--- config.mk ---
export PLATFORM = sky130hd
export DESIGN_NAME = icache_subsystem
export DESIGN_NICKNAME = d
export VERILOG_FILES = /design/src/design/icache_pkg.sv /design/src/design/replace_lfsr.sv /design/src/design/icache_bank.sv /design/src/design/miss_request.sv /design/src/design/fetch_response.sv /design/src/design/icache_subsystem.sv
export VERILOG_INCLUDE_DIRS = /design/src /design/src/design
export SDC_FILE = /design/constraint.sdc
export NUM_CORES = 2
export LEC_CHECK = 0
export BUFFER_PORTS_ARGS = -buffer_cell sky130_fd_sc_hd__buf_2
export CAP_MARGIN = 20
export CORE_MARGIN = 3
export CORE_UTILIZATION = 52
export DETAILED_ROUTE_END_ITERATION = 16
export PLACE_DENSITY = 0.79
export SETUP_SLACK_MARGIN = 0.3
export SYNTH_ARGS = -nofsm -noshare
export SYNTH_HDL_FRONTEND = slang
export SYNTH_SLANG_ARGS = --single-unit
--- constraint.sdc ---
create_clock -name clock -period 19.65 [get_ports clock]
set_clock_uncertainty 0.1 [all_clocks]
set_input_delay 2.9475 -clock clock [delete_from_list [all_inputs] [get_ports clock]]
set_output_delay 2.9475 -clock clock [all_outputs]
set_load 0.02 [all_outputs]
--- src/design/icache_defs.svh ---
`ifndef ICACHE_DEFS_SVH
`define ICACHE_DEFS_SVH

// ==============================
// Address split
// ==============================

// Fetch address width
`define ICACHE_ADDR_BITS      16
// Byte offset inside an 8-byte block
`define ICACHE_OFFSET_BITS    3
// Block tag kept per line
`define ICACHE_TAG_BITS       12

// ==============================
// Bank geometry and memory side
// ==============================

`define ICACHE_LINES_PER_BANK 8
// Line index width, log2 of the line count
`define ICACHE_WAY_BITS       3
`define ICACHE_BLOCK_BITS     64
`define ICACHE_MEM_TAG_BITS   4
// Replacement LFSR start value, all-ones would lock up the XNOR form
`define ICACHE_LFSR_SEED      3'b101

`endif

--- src/design/icache_pkg.sv ---
`include "icache_defs.svh"

package icache_pkg;

    // Field view of a fetch address
    // Tag on top, then the bank select bit, then the byte offset
    typedef struct packed {
        logic [`ICACHE_TAG_BITS-1:0]    tag;
        logic                           bank;
        logic [`ICACHE_OFFSET_BITS-1:0] offset;
    } fetch_fields_t;

    // One fetch address word, two readings of it
    // Memory side works on raw, lookup works on fields
    typedef union packed {
        logic [`ICACHE_ADDR_BITS-1:0] raw;
        fetch_fields_t                fields;
    } fetch_addr_t;

    // Memory transaction tag
    // Zero means no transaction
    typedef logic [`ICACHE_MEM_TAG_BITS-1:0] mem_tag_t;

    // One cache block as returned by memory
    typedef logic [`ICACHE_BLOCK_BITS-1:0] mem_block_t;

endpackage

--- src/design/replace_lfsr.sv ---
`timescale 1ns/100ps
`include "icache_defs.svh"

module replace_lfsr (
    input  logic                        clock,
    input  logic                        reset,
    output logic [`ICACHE_WAY_BITS-1:0] victim_index
);

    // Shift register state
    logic [`ICACHE_WAY_BITS-1:0] lfsr_state;
    logic                        feedback;

    // XNOR taps for a 3-bit maximal sequence
    // Runs through 7 states, never reaches all ones
    assign feedback = lfsr_state[`ICACHE_WAY_BITS-1] ~^ lfsr_state[`ICACHE_WAY_BITS-2];

    // Free running, advances every cycle
    always_ff @(posedge clock) begin
        if (reset) begin
            lfsr_state <= `ICACHE_LFSR_SEED;
        end else begin
            lfsr_state <= {lfsr_state[`ICACHE_WAY_BITS-2:0], feedback};
        end
    end

    // Current state doubles as the victim line
    assign victim_index = lfsr_state;

endmodule

--- src/design/icache_bank.sv ---
`timescale 1ns/100ps
`include "icache_defs.svh"

module icache_bank (
    input  logic                    clock,
    input  logic                    reset,
    input  logic                    bank_id,
    input  icache_pkg::fetch_addr_t read_addr_0,
    input  icache_pkg::fetch_addr_t read_addr_1,
    input  logic                    read_valid_0,
    input  logic                    read_valid_1,
    input  logic                    fill_valid,
    input  icache_pkg::fetch_addr_t fill_addr,
    input  icache_pkg::mem_block_t  fill_data,
    output logic                    lookup_hit,
    output icache_pkg::mem_block_t  lookup_data,
    output logic                    served_port
);

    // ==============================
    // Line storage
    // ==============================
    logic [`ICACHE_LINES_PER_BANK-1:0] line_valid;
    logic [`ICACHE_TAG_BITS-1:0]       line_tag  [`ICACHE_LINES_PER_BANK];
    icache_pkg::mem_block_t            line_data [`ICACHE_LINES_PER_BANK];

    // Lookup side
    logic                              take_port_0;
    logic                              take_port_1;
    icache_pkg::fetch_addr_t           served_addr;
    logic [`ICACHE_LINES_PER_BANK-1:0] line_match;

    // Fill side
    logic                              fill_here;
    logic [`ICACHE_LINES_PER_BANK-1:0] fill_match;
    logic                              have_free;
    logic                              have_tag;
    logic [`ICACHE_WAY_BITS-1:0]       free_index;
    logic [`ICACHE_WAY_BITS-1:0]       tag_index;
    logic [`ICACHE_WAY_BITS-1:0]       fill_index;
    logic [`ICACHE_WAY_BITS-1:0]       victim_index;

    replace_lfsr u_replace_lfsr (
        .clock        (clock),
        .reset        (reset),
        .victim_index (victim_index)
    );

    // Port 0 has first claim on this bank
    assign take_port_0 = read_valid_0 && (read_addr_0.fields.bank == bank_id);
    assign take_port_1 = read_valid_1 && (read_addr_1.fields.bank == bank_id);
    assign served_port = ~take_port_0;
    assign served_addr = take_port_0 ? read_addr_0 : read_addr_1;

    // Fully associative compare against every line
    always_comb begin
        lookup_data = '0;
        for (int i = 0; i < `ICACHE_LINES_PER_BANK; i++) begin
            line_match[i] = line_valid[i] && (line_tag[i] == served_addr.fields.tag);
            if (line_match[i]) begin
                lookup_data = line_data[i];
            end
        end
    end

    // No hit when neither port points here
    assign lookup_hit = (take_port_0 || take_port_1) && (|line_match);

    // ==============================
    // Fill placement
    // ==============================
    assign fill_here = fill_valid && (fill_addr.fields.bank == bank_id);

    // Scan from the top so the lowest index wins
    always_comb begin
        have_free  = 1'b0;
        have_tag   = 1'b0;
        free_index = '0;
        tag_index  = '0;
        for (int i = `ICACHE_LINES_PER_BANK - 1; i >= 0; i--) begin
            fill_match[i] = line_valid[i] && (line_tag[i] == fill_addr.fields.tag);
            if (!line_valid[i]) begin
                have_free  = 1'b1;
                free_index = i[`ICACHE_WAY_BITS-1:0];
            end
            if (fill_match[i]) begin
                have_tag  = 1'b1;
                tag_index = i[`ICACHE_WAY_BITS-1:0];
            end
        end
        // Same block already present, else free line, else random victim
        if (have_tag) begin
            fill_index = tag_index;
        end else if (have_free) begin
            fill_index = free_index;
        end else begin
            fill_index = victim_index;
        end
    end

    always_ff @(posedge clock) begin
        if (reset) begin
            line_valid <= '0;
        end else if (fill_here) begin
            line_valid[fill_index] <= 1'b1;
        end
    end

    // Tag and block written with the valid bit
    always_ff @(posedge clock) begin
        if (fill_here) begin
            line_tag[fill_index]  <= fill_addr.fields.tag;
            line_data[fill_index] <= fill_data;
        end
    end

    // Placement keeps tags unique inside the bank
    a_unique_tag: assert property (@(posedge clock) disable iff (reset)
        $onehot0(line_match) && $onehot0(fill_match));

    // Miss tracker hands over block-aligned fills only
    a_fill_aligned: assert property (@(posedge clock) disable iff (reset)
        fill_valid |-> (fill_addr.fields.offset == '0));

endmodule

--- src/design/miss_request.sv ---
`timescale 1ns/100ps
`include "icache_defs.svh"

module miss_request (
    input  logic                    clock,
    input  logic                    reset,
    input  logic                    miss_valid,
    input  icache_pkg::fetch_addr_t miss_addr,
    input  icache_pkg::mem_tag_t    mem_transaction_tag,
    input  icache_pkg::mem_tag_t    mem_data_tag,
    input  icache_pkg::mem_block_t  mem_data,
    output logic                    mem_req_valid,
    output icache_pkg::fetch_addr_t mem_req_addr,
    output logic                    fill_valid,
    output icache_pkg::fetch_addr_t fill_addr,
    output icache_pkg::mem_block_t  fill_data
);

    // Idle, request held on the bus, waiting for data
    typedef enum logic [1:0] {
        MISS_IDLE,
        MISS_REQUEST,
        MISS_WAIT
    } miss_state_t;

    miss_state_t             state;
    icache_pkg::fetch_addr_t pending_addr;
    icache_pkg::mem_tag_t    pending_tag;
    logic                    start_miss;
    logic                    accepted;
    logic                    data_match;

    // New miss only taken while nothing is in flight
    assign start_miss = (state == MISS_IDLE) && miss_valid;
    // Nonzero tag while requesting is the accept
    assign accepted   = mem_req_valid && (mem_transaction_tag != '0);
    // Pending tag is nonzero here, so zero never matches
    assign data_match = (state == MISS_WAIT) && (mem_data_tag == pending_tag);

    assign mem_req_valid = (state == MISS_REQUEST);
    assign mem_req_addr  = pending_addr;
    assign fill_addr     = pending_addr;

    // ==============================
    // Control FSM
    // ==============================
    always_ff @(posedge clock) begin
        if (reset) begin
            state      <= MISS_IDLE;
            fill_valid <= 1'b0;
        end else begin
            fill_valid <= data_match;
            case (state)
                MISS_IDLE: begin
                    if (miss_valid) begin
                        state <= MISS_REQUEST;
                    end
                end
                MISS_REQUEST: begin
                    if (accepted) begin
                        state <= MISS_WAIT;
                    end
                end
                // Leave after the fill pulse so the retry sees the new line
                MISS_WAIT: begin
                    if (fill_valid) begin
                        state <= MISS_IDLE;
                    end
                end
                default: begin
                    state <= MISS_IDLE;
                end
            endcase
        end
    end

    // Payload capture
    always_ff @(posedge clock) begin
        if (start_miss) begin
            pending_addr.raw <= {miss_addr.raw[`ICACHE_ADDR_BITS-1:`ICACHE_OFFSET_BITS],
                                 {`ICACHE_OFFSET_BITS{1'b0}}};
        end
        if (accepted) begin
            pending_tag <= mem_transaction_tag;
        end
        if (data_match) begin
            fill_data <= mem_data;
        end
    end

    // One fill per miss, the banks see a single write
    a_fill_single: assert property (@(posedge clock) disable iff (reset)
        fill_valid |=> !fill_valid);

endmodule

--- src/design/fetch_response.sv ---
`timescale 1ns/100ps

module fetch_response (
    input  logic                    clock,
    input  logic                    reset,
    input  logic                    read_valid_0,
    input  logic                    read_valid_1,
    input  icache_pkg::fetch_addr_t read_addr_0,
    input  icache_pkg::fetch_addr_t read_addr_1,
    input  logic                    bank_hit_0,
    input  logic                    bank_hit_1,
    input  icache_pkg::mem_block_t  bank_data_0,
    input  icache_pkg::mem_block_t  bank_data_1,
    input  logic                    bank_port_0,
    input  logic                    bank_port_1,
    output logic                    hit_0,
    output logic                    hit_1,
    output icache_pkg::mem_block_t  data_0,
    output icache_pkg::mem_block_t  data_1,
    output logic                    miss_valid,
    output icache_pkg::fetch_addr_t miss_addr
);

    logic                   p0_served;
    logic                   p1_served;
    logic                   p0_hit;
    logic                   p1_hit;
    logic                   p0_miss;
    logic                   p1_miss;
    icache_pkg::mem_block_t p0_data;
    icache_pkg::mem_block_t p1_data;

    // Pick each port's bank by its bank bit
    // A port counts only if that bank chose it
    always_comb begin
        if (read_addr_0.fields.bank) begin
            p0_served = read_valid_0 && !bank_port_1;
            p0_hit    = bank_hit_1;
            p0_data   = bank_data_1;
        end else begin
            p0_served = read_valid_0 && !bank_port_0;
            p0_hit    = bank_hit_0;
            p0_data   = bank_data_0;
        end
        if (read_addr_1.fields.bank) begin
            p1_served = read_valid_1 && bank_port_1;
            p1_hit    = bank_hit_1;
            p1_data   = bank_data_1;
        end else begin
            p1_served = read_valid_1 && bank_port_0;
            p1_hit    = bank_hit_0;
            p1_data   = bank_data_0;
        end
    end

    // Port 1 losing a conflict is not served, so never a miss
    assign p0_miss    = p0_served && !p0_hit;
    assign p1_miss    = p1_served && !p1_hit;
    assign miss_valid = p0_miss || p1_miss;
    assign miss_addr  = p0_miss ? read_addr_0 : read_addr_1;

    // Registered response, one cycle after the address
    always_ff @(posedge clock) begin
        if (reset) begin
            hit_0 <= 1'b0;
            hit_1 <= 1'b0;
        end else begin
            hit_0 <= p0_served && p0_hit;
            hit_1 <= p1_served && p1_hit;
        end
    end

    always_ff @(posedge clock) begin
        data_0 <= p0_data;
        data_1 <= p1_data;
    end

endmodule

--- src/design/icache_subsystem.sv ---
`timescale 1ns/100ps

module icache_subsystem (
    input  logic                    clock,
    input  logic                    reset,
    // Fetch side
    input  icache_pkg::fetch_addr_t read_addr_0,
    input  icache_pkg::fetch_addr_t read_addr_1,
    input  logic                    read_valid_0,
    input  logic                    read_valid_1,
    output logic                    hit_0,
    output logic                    hit_1,
    output icache_pkg::mem_block_t  data_0,
    output icache_pkg::mem_block_t  data_1,
    // Memory side
    output logic                    mem_req_valid,
    output icache_pkg::fetch_addr_t mem_req_addr,
    input  icache_pkg::mem_tag_t    mem_transaction_tag,
    input  icache_pkg::mem_tag_t    mem_data_tag,
    input  icache_pkg::mem_block_t  mem_data
);

    // Bank results
    logic                    bank_hit_0;
    logic                    bank_hit_1;
    logic                    bank_port_0;
    logic                    bank_port_1;
    icache_pkg::mem_block_t  bank_data_0;
    icache_pkg::mem_block_t  bank_data_1;

    // Miss and fill paths
    logic                    miss_valid;
    icache_pkg::fetch_addr_t miss_addr;
    logic                    fill_valid;
    icache_pkg::fetch_addr_t fill_addr;
    icache_pkg::mem_block_t  fill_data;

    // ==============================
    // Even bank, then odd bank
    // ==============================
    icache_bank u_bank_0 (
        .clock        (clock),
        .reset        (reset),
        .bank_id      (1'b0),
        .read_addr_0  (read_addr_0),
        .read_addr_1  (read_addr_1),
        .read_valid_0 (read_valid_0),
        .read_valid_1 (read_valid_1),
        .fill_valid   (fill_valid),
        .fill_addr    (fill_addr),
        .fill_data    (fill_data),
        .lookup_hit   (bank_hit_0),
        .lookup_data  (bank_data_0),
        .served_port  (bank_port_0)
    );

    icache_bank u_bank_1 (
        .clock        (clock),
        .reset        (reset),
        .bank_id      (1'b1),
        .read_addr_0  (read_addr_0),
        .read_addr_1  (read_addr_1),
        .read_valid_0 (read_valid_0),
        .read_valid_1 (read_valid_1),
        .fill_valid   (fill_valid),
        .fill_addr    (fill_addr),
        .fill_data    (fill_data),
        .lookup_hit   (bank_hit_1),
        .lookup_data  (bank_data_1),
        .served_port  (bank_port_1)
    );

    fetch_response u_fetch_response (
        .clock        (clock),
        .reset        (reset),
        .read_valid_0 (read_valid_0),
        .read_valid_1 (read_valid_1),
        .read_addr_0  (read_addr_0),
        .read_addr_1  (read_addr_1),
        .bank_hit_0   (bank_hit_0),
        .bank_hit_1   (bank_hit_1),
        .bank_data_0  (bank_data_0),
        .bank_data_1  (bank_data_1),
        .bank_port_0  (bank_port_0),
        .bank_port_1  (bank_port_1),
        .hit_0        (hit_0),
        .hit_1        (hit_1),
        .data_0       (data_0),
        .data_1       (data_1),
        .miss_valid   (miss_valid),
        .miss_addr    (miss_addr)
    );

    // Single outstanding miss toward memory
    miss_request u_miss_request (
        .clock               (clock),
        .reset               (reset),
        .miss_valid          (miss_valid),
        .miss_addr           (miss_addr),
        .mem_transaction_tag (mem_transaction_tag),
        .mem_data_tag        (mem_data_tag),
        .mem_data            (mem_data),
        .mem_req_valid       (mem_req_valid),
        .mem_req_addr        (mem_req_addr),
        .fill_valid          (fill_valid),
        .fill_addr           (fill_addr),
        .fill_data           (fill_data)
    );

endmodule

==> run summary <==
## Hold path
• **origin of the worst min-delay path** u_bank_0.u_replace_lfsr.victim_index[0]
• **worst hold endpoint** u_bank_0.u_replace_lfsr.victim_index[1]
• **class of the most critical hold timing path** reg2reg
• **instance count along the most critical hold path** 1

## Layout
• **area occupied by registers** 42050 sq um
• **final layout net count** 4813
• **share of final-layout standard cells stronger than drive strength 1** 13.84%
• **count of filler cells inserted in the layout** 8709
• **synthesis-to-layout area growth** 12.34%
• **multi-input combinational cell area** 17600 sq um

## Synth
• **fraction of registers with async set or reset after synthesis** 0%
• **Post-Synthesis Cells** 4517
• **commonest cells in the synthesized netlist** 1297 x sky130_fd_sc_hd__edfxtp_1, 418 x sky130_fd_sc_hd__nor2_1, 368 x sky130_fd_sc_hd__o21ai_0, 207 x sky130_fd_sc_hd__mux2i_1, 199 x sky130_fd_sc_hd__nand2_1
• **post-synthesis sequential area ratio** 68.88%
• **Cell Area, Synth** 61050 sq um
• **post-synthesis sequential element count** 1452
• **number of flops mapped to enable cells by yosys** 1297
• **mean cell area of the mapped netlist** 13.52 sq um
• **cell types with the largest area share after synthesis** sky130_fd_sc_hd__edfxtp_1 64%, sky130_fd_sc_hd__dfxtp_1 5.1%, sky130_fd_sc_hd__mux2i_1 3.4%, sky130_fd_sc_hd__o21ai_0 3.0%, sky130_fd_sc_hd__xnor2_1 2.8%
• **most numerous cell in the Yosys netlist** sky130_fd_sc_hd__edfxtp_1
• **prevailing post-synth register cell** sky130_fd_sc_hd__edfxtp_1
• **area share of the largest cell type after synthesis** 63.79%
• **number of different library cells in the post-synthesis netlist** 87
• **cell taking the most area after synthesis** sky130_fd_sc_hd__edfxtp_1
• **Syn. warnings** 0

## STA
• **smallest hold slack** 378.9 ps
• **number of setup violations in the final report** 0
• **Post-Route Setup TNS** 0 ps
• **minimum clock period after layout** 8778 ps
• **final period utilization** 44.67%
• **Worst slew margin** 20.59%
• **final max-slew violation count** 0
• **RSZ-0062 raised after global routing** false
• **timing-limited maximum frequency** 113.9 MHz
• **Final Hold Vio Count** 0
• **transition time at the pin with the least slew margin** 1188 ps

## Worst setup path
• **Crit path largest cell delay** 780 ps
• **maximum fanout along the worst path** 53
• **capturing element type of the critical path** flip-flop
• **cell occurring most often along the worst timing path** sky130_fd_sc_hd__buf_4
• **critical-path cell list** buf_2 -> nor2b_2 -> buf_4 -> mux2i_1 -> o21ai_0 -> a2111oi_2 -> buf_4 -> and2_2 -> buf_4 -> nor2_1 -> nand2_2 -> buf_4 -> o21ai_0 -> a22oi_1 -> mux2i_1
• **Arrival @ worst endpoint** 9260 ps
• **depth of the worst register-to-register path** 10
• **element type at the critical path start** input port
• **end of the worst register-to-register path** u_bank_1.line_data[6][48]
• **largest delay contributor family on the critical path** buffers and inverters
• **Critical-path top delay cell** sky130_fd_sc_hd__buf_4
• **Worst Path Required** 20140 ps
• **category of the most critical setup path** in2reg
• **Buf/Inv on CP** 5
• **beginning of the worst register-to-register path** u_miss_request.fill_addr[7]
• **reg-to-reg slack, setup** 13580 ps

## Power and ir drop
• **peak supply drop** 0.00009082 V
• **Static Leakage** 24.69 nW
• **relative contribution of combinational cells to total power** 4.0%
• **Power Internal** 4.951 mW
• **PD cells** 92.50 nW/um^2
• **net switching power of the design** 1.393 mW
• **switching power as a share of total power** 21.96%
• **relative contribution of the clock network to total power** 43.0%
• **sequential share of power** 52.9%

## Clock network
• **number of buffers inserted for hold repair after clock tree synthesis** 0
• **clock sink count** 1452
• **clock tree from TritonCTS** done
• **Bufs on Longest Clock Path** 3
• **level count of the clock H-tree** 4
• **Post-CTS Repair Setup Buffers** 0
• **number of instances resized during post-cts repair** 0
• **CTS Buf Count** 146
• **clock transition at the registers of the reported paths** 60 ps
• **later-pin clock latency in the skew report** 780 ps
• **CTS root buffer** sky130_fd_sc_hd__clkbuf_16

## Placed design
• **GPL Wtd Cong** 0.9285
• **HPWL after DPL** 100.3 mm
• **buffers added on ports** 245

## Route
• **via density per instance** 6.529
• **first-pass detailed-route iteration total** 8
• **Post-route DRC** 0
• **routed wire length** 182.1 mm
• **Detail Route Antenna Nets** 0
• **Via Count** 41430
• **initial detailed-routing violation count** 6080
• **WL per Instance** 28.71 microns

## Global routing
• **grt ovf** 0
• **total routing resource utilization after global routing** 29.43%
• **vias in the first global route** 40780
• **global-route wire length before repair** 265.0 mm
• **maximum number of pins on one net before global-route repair** 130
• **initial antenna violation count** 4

## Floorplan
• **starting density of the core** 52.47%
• **Floorplan Core Area** 116400 sq um
• **top-level I/O count** 255
• **chip width** 348.6 microns
• **DIE AREA** 121600 sq um
• **# rows** 125
• **Die H** 348.6 microns

## Outcome
• **result of the run** finished clean

## Job
• **number of maximum-capacitance violations** 0

flip-flops by register name, indices dropped and copies added, names as in the netlist, 2 cells and up:
register	flops
u_bank_0.line_data	512
u_bank_1.line_data	512
u_bank_0.line_tag	96
u_bank_1.line_tag	96
u_fetch_response.data_0	64
u_fetch_response.data_1	64
u_miss_request.fill_data	64
u_miss_request.fill_addr	13
u_bank_0.line_valid	8
u_bank_1.line_valid	8
u_miss_request.pending_tag	4
u_bank_0.u_replace_lfsr.victim_index	3
u_bank_1.u_replace_lfsr.victim_index	3
u_miss_request.state	2
stage by stage:
stage / instances / setup WS [ps] / power, mW / util, % / cell area [sq um]
6_report: 6345 / 10870 / 6.344 / 58.94 / 68580
5_1_grt: 6342 / 10770 / 6.494 / 58.93 / 68570
4_1_cts: 6339 / 11310 / 6.357 / 58.89 / 68520
3_5_place_dp: 6078 / 10520 / 3.669 / 54.84 / 63820
3_3_place_gp: 6078 / 10630 / 3.664 / 54.84 / 63820
2_1_floorplan: 4519 / 10590 / 3.568 / - / 61060
metal layers:
layer,routed length (microns),vias to the layer above,GRT usage [%]
li1,-,17430,-
met1,64360,20270,38.02
met2,84390,3146,46.57
met3,23640,582,7.036
met4,9751,2,15.17
met5,7,-,0
worst max path at each step:
| stage | start | to | slack (ps) | depth (start not counted) |
|---|---|---|---|---|
| 6_report | read_valid_0 | u_fetch_response.data_1[15] | 10870 | 15 |
| 5_1_grt | read_valid_0 | u_fetch_response.data_0[15] | 10770 | 15 |
| 4_1_cts | read_valid_0 | u_fetch_response.data_0[15] | 11310 | 15 |
| 3_5_place_dp | read_valid_0 | u_fetch_response.data_0[10] | 10520 | 15 |
| 3_3_place_gp | read_valid_0 | u_fetch_response.data_0[8] | 10630 | 15 |
| 2_1_floorplan | u_miss_request.fill_addr[15] | u_bank_1.line_data[6][0] | 10590 | 9 |
cell type report:
cell class / count / area share [%]
well taps: 1524 / 2.780
clock inverters: 70 / 1.115
clock buffers: 191 / 5.750
inverters: 67 / 0.3740
flip-flops and latches: 1452 / 61.31
repair buffers: 350 / 2.999
diodes: 3 / 0.01095
multi-input cells: 2688 / 25.66
worst reg2reg max path: stages, from the launching register on:
cell                        delay, ps
sky130_fd_sc_hd__edfxtp_1        1040
sky130_fd_sc_hd__buf_4            500
sky130_fd_sc_hd__xnor2_1          180
sky130_fd_sc_hd__nand4_1          110
sky130_fd_sc_hd__nor4_1           900
sky130_fd_sc_hd__nor4_1           210
sky130_fd_sc_hd__a2111oi_0        540
sky130_fd_sc_hd__nand3_1          370
sky130_fd_sc_hd__nor3b_2          470
sky130_fd_sc_hd__buf_4            390
sky130_fd_sc_hd__buf_4            830
placed cells by master (no fill, tap or decap), drive strengths merged, types with 62 or more instances in the layout:
master / instances
edfxtp: 1297
o21ai: 437
nor2: 418
buf: 350
mux2i: 212
nand2: 200
xnor2: 196
clkbuf: 191
xor2: 166
and3: 158
a21oi: 155
dfxtp: 155
a22oi: 72
inv: 71
a41o: 62
kinds of logic after synthesis:
family	after synthesis	synth area share [%]
AND/OR/NAND/NOR	1035	8.079
buffers and inverters	379	2.681
flip-flops	1452	68.88
multiplexers	240	4.052
AO/OA/AOI/OAI	1048	11.11
XOR/XNOR	362	5.193
other	1	0.006142
power by group through the flow:
stage,sequential [mW],combinational (mW),clock [mW]
floorplan,3.43,0.140,0
global placement,3.42,0.241,0
detailed placement,3.42,0.245,0
CTS,3.36,0.246,2.75
global route,3.36,0.263,2.87
finish,3.36,0.255,2.73
No activity file was read; power rests on OpenSTA's default activity.
